$ cat src/common/tune_pkg.sv
package tune_pkg;

    // Field widths
    localparam int PERIOD_W = 12;  // Note period in clocks
    localparam int DUR_W    = 7;   // Note duration in units
    localparam int ADDR_W   = 4;   // 16 ROM words
    localparam int WORD_W   = 20;  // One ROM word
    localparam int DATA_W   = 8;   // Host data bus

    // Tune start addresses in the ROM
    localparam logic [ADDR_W-1:0] TUNE0_BASE = 4'd0;
    localparam logic [ADDR_W-1:0] TUNE1_BASE = 4'd8;

    // Host register map, one address bit
    localparam logic REG_CTRL   = 1'b0;
    localparam logic REG_STATUS = 1'b1;

    // REG_CTRL bit positions
    localparam int CTRL_START_BIT = 0;  // Self-clearing
    localparam int CTRL_STOP_BIT  = 1;  // Self-clearing
    localparam int CTRL_MUTE_BIT  = 2;
    localparam int CTRL_SEL_BIT   = 3;

    // REG_STATUS bit positions
    localparam int STAT_BUSY_BIT = 0;
    localparam int STAT_ADDR_LSB = 4;  // cur_addr in bits 7:4

    typedef enum logic [1:0] {
        OP_END  = 2'd0,  // Stop playback
        OP_JUMP = 2'd1   // Continue at target
    } ctrl_op_e;

    // Tag 0, period 0 is a rest
    typedef struct packed {
        logic                tag;
        logic [PERIOD_W-1:0] period;
        logic [DUR_W-1:0]    dur;
    } note_word_t;

    // Tag 1
    typedef struct packed {
        logic                       tag;
        ctrl_op_e                   op;
        logic [ADDR_W-1:0]          target;
        logic [WORD_W-4-ADDR_W:0]   pad;
    } ctrl_word_t;

    // Same 20 bits, the tag in the MSB picks the view
    typedef union packed {
        note_word_t note;
        ctrl_word_t ctrl;
    } rom_word_u;

    function automatic rom_word_u mk_note(input logic [PERIOD_W-1:0] period,
                                          input logic [DUR_W-1:0] dur);
        rom_word_u w;
        w             = '0;
        w.note.tag    = 1'b0;
        w.note.period = period;
        w.note.dur    = dur;
        return w;
    endfunction

    function automatic rom_word_u mk_ctrl(input ctrl_op_e op,
                                          input logic [ADDR_W-1:0] target);
        rom_word_u w;
        w             = '0;  // Pad stays zero
        w.ctrl.tag    = 1'b1;
        w.ctrl.op     = op;
        w.ctrl.target = target;
        return w;
    endfunction

endpackage

$ cat src/rtl/tune_rom.sv
`timescale 1ns/100ps

module tune_rom (
    input  logic [tune_pkg::ADDR_W-1:0] addr,
    output tune_pkg::rom_word_u         word
);

    import tune_pkg::*;

    // Fixed table, answered in the same cycle
    always_comb begin
        case (addr)
            // Tune 0 at base 0
            4'd0:    word = mk_note(12'd10, 7'd8);
            4'd1:    word = mk_note(12'd16, 7'd6);
            4'd2:    word = mk_note(12'd12, 7'd10);
            4'd3:    word = mk_note(12'd0,  7'd4);   // Rest
            4'd4:    word = mk_ctrl(OP_END, 4'd0);

            // Tune 1 at base 8, loops forever
            4'd8:    word = mk_note(12'd20, 7'd5);
            4'd9:    word = mk_note(12'd14, 7'd3);
            4'd10:   word = mk_ctrl(OP_JUMP, TUNE1_BASE);

            // Unused slots stop playback if ever reached
            default: word = mk_ctrl(OP_END, 4'd0);
        endcase
    end

endmodule

$ cat src/rtl/tone_gen.sv
`timescale 1ns/100ps

module tone_gen (
    input  logic                          clk,
    input  logic                          rst_n,
    input  logic [tune_pkg::PERIOD_W-1:0] period,     // Clocks per cycle, 0 for a rest
    input  logic                          note_load,  // New note starts next cycle
    input  logic                          mute,
    input  logic                          active,     // Sequencer busy
    output logic                          piezo,
    output logic                          piezo_n
);

    import tune_pkg::*;

    logic [PERIOD_W-1:0] cnt;       // Position within the waveform period
    logic                wrap;      // Last count of the period
    logic                tone_hi;   // First half of the period
    logic                sound_en;

    // Zero period never counts
    assign wrap = (period == '0) || (cnt == period - 1'b1);

    always_ff @(posedge clk or negedge rst_n) begin
        if (!rst_n) begin
            cnt <= '0;
        end else if (note_load || !active) begin
            cnt <= '0;  // Phase restarts with every note
        end else if (wrap) begin
            cnt <= '0;
        end else begin
            cnt <= cnt + 1'b1;
        end
    end

    assign tone_hi  = (cnt < (period >> 1));  // floor(P/2) high, rest low
    assign sound_en = active && !mute && (period != '0);

    // Both legs low when silent, otherwise complementary
    assign piezo   = sound_en & tone_hi;
    assign piezo_n = sound_en & ~tone_hi;

endmodule

$ cat src/rtl/note_sequencer.sv
`timescale 1ns/100ps

module note_sequencer #(
    parameter int DUR_SHIFT = 20  // One duration unit is 2**DUR_SHIFT clocks
) (
    input  logic                          clk,
    input  logic                          rst_n,
    input  logic                          start_pulse,
    input  logic                          stop_pulse,
    input  logic                          tune_sel,
    input  tune_pkg::rom_word_u           rom_word,
    output logic [tune_pkg::ADDR_W-1:0]   rom_addr,
    output logic [tune_pkg::PERIOD_W-1:0] period,
    output logic                          note_load,  // FETCH to PLAY edge
    output logic                          busy,
    output logic [tune_pkg::ADDR_W-1:0]   cur_addr
);

    import tune_pkg::*;

    localparam int CNT_W = DUR_W + DUR_SHIFT;

    typedef enum logic [1:0] {
        S_IDLE,
        S_FETCH,  // One cycle per ROM word
        S_PLAY    // Note or rest running
    } seq_state_t;

    seq_state_t state, state_nxt;

    logic [ADDR_W-1:0]   addr_q, addr_nxt;
    logic [PERIOD_W-1:0] period_q;
    logic [CNT_W-1:0]    dur_cnt;     // Clocks left in PLAY, minus one
    logic [CNT_W-1:0]    note_ticks;  // dur scaled to clocks
    logic                is_note;
    logic                play_done;

    // Tag bit picks the union view
    assign is_note    = (rom_word.note.tag == 1'b0);
    assign note_ticks = CNT_W'(rom_word.note.dur) << DUR_SHIFT;
    assign play_done  = (dur_cnt == '0);

    always_comb begin
        state_nxt = state;
        addr_nxt  = addr_q;
        note_load = 1'b0;
        case (state)
            S_IDLE: begin
                if (start_pulse) begin  // Start while busy never reaches here
                    addr_nxt  = tune_sel ? TUNE1_BASE : TUNE0_BASE;
                    state_nxt = S_FETCH;
                end
            end
            S_FETCH: begin
                if (is_note) begin
                    note_load = 1'b1;
                    state_nxt = S_PLAY;
                end else if (rom_word.ctrl.op == OP_JUMP) begin
                    addr_nxt = rom_word.ctrl.target;  // Fetch target next cycle
                end else begin
                    state_nxt = S_IDLE;  // OP_END and unknown ops
                end
            end
            S_PLAY: begin
                if (play_done) begin
                    addr_nxt  = addr_q + 1'b1;
                    state_nxt = S_FETCH;
                end
            end
            default: state_nxt = S_IDLE;
        endcase

        // Stop overrides everything
        if (stop_pulse) begin
            state_nxt = S_IDLE;
            note_load = 1'b0;
        end
    end

    always_ff @(posedge clk or negedge rst_n) begin
        if (!rst_n) begin
            state  <= S_IDLE;
            addr_q <= '0;
        end else begin
            state  <= state_nxt;
            addr_q <= addr_nxt;
        end
    end

    // Note payload, loaded when a note word is fetched
    always_ff @(posedge clk) begin
        if (note_load) begin
            period_q <= rom_word.note.period;
            dur_cnt  <= note_ticks - 1'b1;  // ROM holds no zero durations
        end else if (state == S_PLAY) begin
            dur_cnt <= dur_cnt - 1'b1;
        end
    end

    assign rom_addr = addr_q;
    assign cur_addr = addr_q;            // Status view of the same pointer
    assign period   = period_q;          // Held through PLAY
    assign busy     = (state != S_IDLE);

endmodule

$ cat src/rtl/tune_regs.sv
`timescale 1ns/100ps

module tune_regs (
    input  logic                        clk,
    input  logic                        rst_n,
    input  logic                        req,
    input  logic                        we,
    input  logic                        addr,
    input  logic [tune_pkg::DATA_W-1:0] wdata,
    input  logic                        busy,
    input  logic [tune_pkg::ADDR_W-1:0] cur_addr,
    output logic                        ack,
    output logic [tune_pkg::DATA_W-1:0] rdata,
    output logic                        start_pulse,
    output logic                        stop_pulse,
    output logic                        mute,
    output logic                        tune_sel
);

    import tune_pkg::*;

    typedef enum logic {
        HS_WAIT,  // ack low, waiting for req
        HS_ACK    // ack high, waiting for req to drop
    } hs_state_t;

    hs_state_t         hs_state;
    logic              accept;     // New request seen this cycle
    logic [DATA_W-1:0] ctrl_rd;    // REG_CTRL read view
    logic [DATA_W-1:0] status_rd;  // REG_STATUS read view

    assign accept = req && (hs_state == HS_WAIT);
    assign ack    = (hs_state == HS_ACK);

    // start and stop always read back as zero
    always_comb begin
        ctrl_rd                = '0;
        ctrl_rd[CTRL_MUTE_BIT] = mute;
        ctrl_rd[CTRL_SEL_BIT]  = tune_sel;
    end

    always_comb begin
        status_rd                           = '0;
        status_rd[STAT_BUSY_BIT]            = busy;
        status_rd[STAT_ADDR_LSB +: ADDR_W]  = cur_addr;
    end

    always_ff @(posedge clk or negedge rst_n) begin
        if (!rst_n) begin
            hs_state    <= HS_WAIT;
            start_pulse <= 1'b0;
            stop_pulse  <= 1'b0;
            mute        <= 1'b0;
            tune_sel    <= 1'b0;
        end else begin
            start_pulse <= 1'b0;  // Pulses last one cycle
            stop_pulse  <= 1'b0;
            case (hs_state)
                HS_WAIT: begin
                    if (accept) begin
                        hs_state <= HS_ACK;
                        if (we && addr == REG_CTRL) begin  // Status is read-only
                            start_pulse <= wdata[CTRL_START_BIT];
                            stop_pulse  <= wdata[CTRL_STOP_BIT];
                            mute        <= wdata[CTRL_MUTE_BIT];
                            tune_sel    <= wdata[CTRL_SEL_BIT];
                        end
                    end
                end
                HS_ACK: if (!req) hs_state <= HS_WAIT;
                default: hs_state <= HS_WAIT;
            endcase
        end
    end

    // Read data captured on the accepting edge
    always_ff @(posedge clk) begin
        if (accept && !we) begin
            rdata <= (addr == REG_STATUS) ? status_rd : ctrl_rd;
        end
    end

endmodule

$ cat src/rtl/buzzer_top.sv
`timescale 1ns/100ps

module buzzer_top #(
    parameter int DUR_SHIFT = 20  // Clocks per duration unit, as a power of two
) (
    input  logic                        clk,
    input  logic                        rst_n,
    input  logic                        req,
    input  logic                        we,
    input  logic                        addr,
    input  logic [tune_pkg::DATA_W-1:0] wdata,
    output logic                        ack,
    output logic [tune_pkg::DATA_W-1:0] rdata,
    output logic                        piezo,
    output logic                        piezo_n
);

    import tune_pkg::*;

    // Register block to sequencer
    logic start_pulse;
    logic stop_pulse;
    logic tune_sel;
    logic mute;
    logic busy;
    logic [ADDR_W-1:0] cur_addr;

    // Sequencer to ROM and tone generator
    logic [ADDR_W-1:0]   rom_addr;
    rom_word_u           rom_word;
    logic [PERIOD_W-1:0] period;
    logic                note_load;

    tune_regs regs_i (
        .clk         (clk),
        .rst_n       (rst_n),
        .req         (req),
        .we          (we),
        .addr        (addr),
        .wdata       (wdata),
        .busy        (busy),
        .cur_addr    (cur_addr),
        .ack         (ack),
        .rdata       (rdata),
        .start_pulse (start_pulse),
        .stop_pulse  (stop_pulse),
        .mute        (mute),
        .tune_sel    (tune_sel)
    );

    note_sequencer #(
        .DUR_SHIFT (DUR_SHIFT)
    ) seq_i (
        .clk         (clk),
        .rst_n       (rst_n),
        .start_pulse (start_pulse),
        .stop_pulse  (stop_pulse),
        .tune_sel    (tune_sel),
        .rom_word    (rom_word),
        .rom_addr    (rom_addr),
        .period      (period),
        .note_load   (note_load),
        .busy        (busy),
        .cur_addr    (cur_addr)
    );

    tune_rom rom_i (
        .addr (rom_addr),
        .word (rom_word)
    );

    // Silent whenever the sequencer is idle
    tone_gen tone_i (
        .clk       (clk),
        .rst_n     (rst_n),
        .period    (period),
        .note_load (note_load),
        .mute      (mute),
        .active    (busy),
        .piezo     (piezo),
        .piezo_n   (piezo_n)
    );

endmodule

$ cat config.mk
export PLATFORM = sky130hd
export DESIGN_NAME = buzzer_top
export DESIGN_NICKNAME = d
export VERILOG_FILES = /design/src/common/tune_pkg.sv /design/src/rtl/tune_rom.sv /design/src/rtl/tone_gen.sv /design/src/rtl/note_sequencer.sv /design/src/rtl/tune_regs.sv /design/src/rtl/buzzer_top.sv
export SDC_FILE = /design/constraint.sdc
export NUM_CORES = 1
export LEC_CHECK = 0
export ABC_AREA = 1
export BUFFER_PORTS_ARGS = -buffer_cell sky130_fd_sc_hd__clkbuf_2
export CAP_MARGIN = 10
export CORE_MARGIN = 10
export CORE_UTILIZATION = 41
export DETAILED_ROUTE_END_ITERATION = 16
export PLACE_DENSITY = 0.65
export SYNTH_ARGS = -nofsm -noshare
export SYNTH_HDL_FRONTEND = slang
export SYNTH_SLANG_ARGS = --single-unit
$ cat constraint.sdc
create_clock -name clk -period 2.2 [get_ports clk]
set_input_delay 0.55 -clock clk [delete_from_list [all_inputs] [get_ports clk]]
set_output_delay 0.55 -clock clk [all_outputs]
set_load 0.02 [all_outputs]
==> results.sh <==
export IMPL_ys_ff_latch=62
export IMPL_finish_instance_area_um2=4659
export IMPL_setup_repair_after_global_routing_missed_its_margin="true"
export IMPL_ys_seq_area_share_pct=43.02
export IMPL_syn_to_final_growth_pct=14.76
export IMPL_cts_max_level=3
export IMPL_design_die_area_um2=14280
export IMPL_dpl_cell_area_um2=4348
export IMPL_grt_pass1_wl_mm=15.60
export IMPL_finish_cell_count_without_fillers=706
export IMPL_timing_fmax_ghz=0.4047
export IMPL_initial_core_util_pct=41.73
export IMPL_initial_antenna_violation_count=0
export IMPL_cts_tree="built"
export IMPL_globalRouteOverflowTotal=0
export IMPL_drcViolationCount=0
export IMPL_total_power_consumption_mw=5.583
export IMPL_maxSlewViolCount=0
export IMPL_power_density_nw_per_um2=1198
export IMPL_num_io_pins=24
export IMPL_timing_critical_path_required_ns=1.65
export IMPL_clk_latency_ns=0.38
export IMPL_clk_transition_reported_paths_ns=0.09
export IMPL_final_setup_skew_ns=0.02022
export IMPL_drt_via_density=4.980
export IMPL_place_ws_ns=0.1785
export IMPL_dp_hpwl_mm=6.580
export IMPL_worst_setup_path_class="register to primary output"
export IMPL_path_type_of_the_worst_min_delay_path="primary input to async pin"
export IMPL_grt_pass1_vias=3388
export IMPL_wire_per_inst_um=12.88
export IMPL_synth_net_count=561
export IMPL_maximum_number_of_pins_on_one_net_before_global_route_repair=28
export IMPL_violations="setup timing"
export IMPL_finalSetupViolCount=2
export IMPL_buffer_ports_inserted=18
export IMPL_power_static_leakage_nw=2.131
export IMPL_synthesis_yosys_warnings=0
export IMPL_data_arrival_at_the_endpoint_of_the_critical_path_ns=1.92
export IMPL_final_setup_worst_slack_ns=-0.2712
export IMPL_clock_sink_count=62
export IMPL_cp_end_kind="primary output"
export IMPL_dieHeight_um=119.5
export IMPL_outcome="complete, but fails checks"
export IMPL_tritoncts_num_buffers=9
export IMPL_post_route_min_period_ns=2.471
export IMPL_placedCellCount=683
export IMPL_worst_margin_pin_slew_ns=0.5902
export IMPL_critPathLaunchType="register"
export IMPL_syn_area_per_cell_um2=7.675
export IMPL_report_final_hold_viol_count=0
export IMPL_rows=36
export IMPL_dieWidth_um=119.5
export IMPL_first_pass_iters=4
export IMPL_insertedDiodeCount=0
export IMPL_peakVddDrop_uv=527.8
export IMPL_grt_total_usage_pct=13.13
export IMPL_synth_lib_cells_used_distinct=39
export IMPL_number_of_nets_in_the_final_layout=600
export IMPL_routabilityCongestion=0.8733
export IMPL_maximum_clock_path_buffer_count=2
export IMPL_drt_iter0_drc=259
export IMPL_finalWirelength_mm=9.090
export IMPL_regToRegSetupSlack_ns=0.16
export IMPL_maxCapViolCount=0
export IMPL_period_share_pct=112.3
export IMPL_worst_slew_margin_rel_pct=60.66
export IMPL_post_drt_antenna_nets=0
export IMPL_path_max_fanout=3
export IMPL_synthesis_area_um2=4060
export IMPL_placeableCoreArea_um2=9729
export IMPL_root_buffer="sky130_fd_sc_hd__clkbuf_8"
export IMPL_timing_reg2reg_worst_path_depth=13
export IMPL_final_core_util_pct=47.89
export IMPL_via_count=3516
export IMPL_layout_drive_gt1_share_pct=16.40
export IMPL_syn_instance_count=529
==> path summary, 6_finish.rpt <==
path,from,endpoint
setup / recovery,seq_i.period[9]$_DFFE_PP_,piezo_n
hold / removal,rst_n,regs_i.mute$_DFFE_PN0P_
setup reg to reg,seq_i.period[2]$_DFFE_PP_,tone_i.cnt[0]$_DFF_PN0_
hold reg to reg,seq_i.state[1]$_DFFE_PN0P_,seq_i.state[1]$_DFFE_PN0P_
max in group asynchronous,rst_n,tone_i.cnt[8]$_DFF_PN0_
min in group clk,req,regs_i.ack$_DFF_PN0_
==> timing repair <==
item                                    in CTS  in global routing
endpoints found under the setup margin       2                  2
hold buffers                                 0                  0
gates resized for setup                      9                  9
hold endpoints to repair                     0                  0
pin swaps                                    2                  6
setup buffers                                3                  4
==> flip-flops by register name, summed over array words and instances, names as in the netlist <==
signal,count
seq_i.dur_cnt,27
tone_i.cnt,12
regs_i.rdata,7
seq_i.period,5
seq_i.cur_addr,4
seq_i.state,2
regs_i.ack,1
regs_i.mute,1
regs_i.start_pulse,1
regs_i.stop_pulse,1
regs_i.tune_sel,1
==> area by class of cell <==
| cell class | instances | area (um^2) |
|---|---|---|
| multi-input combinational | 377 | 1996 |
| sequential | 62 | 1748 |
| fill | 988 | 5070 |
| timing repair buffer | 37 | 237.7 |
| tap | 133 | 166.4 |
| inverter | 81 | 306.5 |
| clock inverter | 7 | 81.33 |
| clock buffer | 9 | 123.9 |
==> cell usage after synthesis (all sizes together) <==
cell,n,area share (%)
a211oi,1,0.18
clkbuf,2,0.18
o211ai,3,0.55
nand4,12,1.8
xnor2,1,0.22
edfxtp,39,29
nor2,75,7.9
o31ai,2,0.37
buf,7,1.3
nand3,63,8.5
inv,81,7.6
xor2,5,1.1
nand2,128,12
o21ai,30,3.8
a21oi,14,1.8
dfrtp,23,14
o21bai,2,0.37
ha,19,5.9
nand3b,1,0.18
nor3,16,2.2
or2,2,0.31
conb,1,0.092
nor3b,1,0.18
nor4,1,0.15
==> power breakdown <==
part	internal, mW	total (mW)	switching [mW]
combinational	0.816	2.36	1.54
sequential	1.83	2.15	0.325
clock	0.536	1.07	0.536
total	3.18	5.58	2.40
==> worst max-delay path: stages, from the launching register on <==
cell and delay, ns:
sky130_fd_sc_hd__edfxtp_1 0.38, sky130_fd_sc_hd__inv_2 0.07, sky130_fd_sc_hd__ha_1 0.31, sky130_fd_sc_hd__nand2_2 0.08
sky130_fd_sc_hd__nor3_4 0.19, sky130_fd_sc_hd__a21oi_2 0.09, sky130_fd_sc_hd__buf_4 0.14, sky130_fd_sc_hd__a21oi_2 0.13
sky130_fd_sc_hd__buf_4 0.15
==> layer usage <==
| layer | up-vias | track usage, % | share of wire [%] |
|---|---|---|---|
| li1 | 1811 | - | - |
| met3 | 13 | 4.219 | 3.8 |
| met4 | 0 | 5.430 | 1.4 |
| met1 | 1654 | 16.24 | 47 |
| met2 | 38 | 20.74 | 48 |
| met5 | - | 0 | 0 |
==> cell usage in the layout (no fill, tap or decap), types with 4 or more instances in the layout <==
| cell | n |
|---|---|
| sky130_fd_sc_hd__a21oi_1 | 10 |
| sky130_fd_sc_hd__a21oi_2 | 4 |
| sky130_fd_sc_hd__buf_4 | 21 |
| sky130_fd_sc_hd__clkbuf_2 | 16 |
| sky130_fd_sc_hd__clkbuf_8 | 9 |
| sky130_fd_sc_hd__dfrtp_1 | 22 |
| sky130_fd_sc_hd__edfxtp_1 | 39 |
| sky130_fd_sc_hd__ha_1 | 17 |
| sky130_fd_sc_hd__inv_1 | 75 |
| sky130_fd_sc_hd__inv_2 | 5 |
| sky130_fd_sc_hd__nand2_1 | 120 |
| sky130_fd_sc_hd__nand2_2 | 7 |
| sky130_fd_sc_hd__nand3_1 | 59 |
| sky130_fd_sc_hd__nand4_1 | 12 |
| sky130_fd_sc_hd__nor2_1 | 65 |
| sky130_fd_sc_hd__nor2_2 | 7 |
| sky130_fd_sc_hd__nor3_1 | 13 |
| sky130_fd_sc_hd__o21ai_0 | 21 |
| sky130_fd_sc_hd__o21ai_1 | 8 |
| sky130_fd_sc_hd__xor2_1 | 5 |
==> metrics by stage <==
stage          TNS (ns)  hold slack, ns
4_1_cts         -0.3381          0.1763
2_1_floorplan         0          0.2544
6_report        -0.4557          0.1557
3_3_place_gp          0          0.5324
3_5_place_dp          0          0.5412
5_1_grt         -0.6767          0.2068
==> logic make-up (layout without fill, tap and decap cells) <==
logic type | after synthesis | in the layout | share of synthesized area [%]
xor+xnor | 6 | 6 | 1.294
flops | 62 | 62 | 43.02
fa+ha+maj | 19 | 19 | 5.855
compound gates | 52 | 52 | 7.088
buf+inv | 90 | 134 | 8.998
other cells | 1 | 1 | 0.09236
simple gates | 299 | 299 | 33.65
No activity file was read; power rests on OpenSTA's default activity.
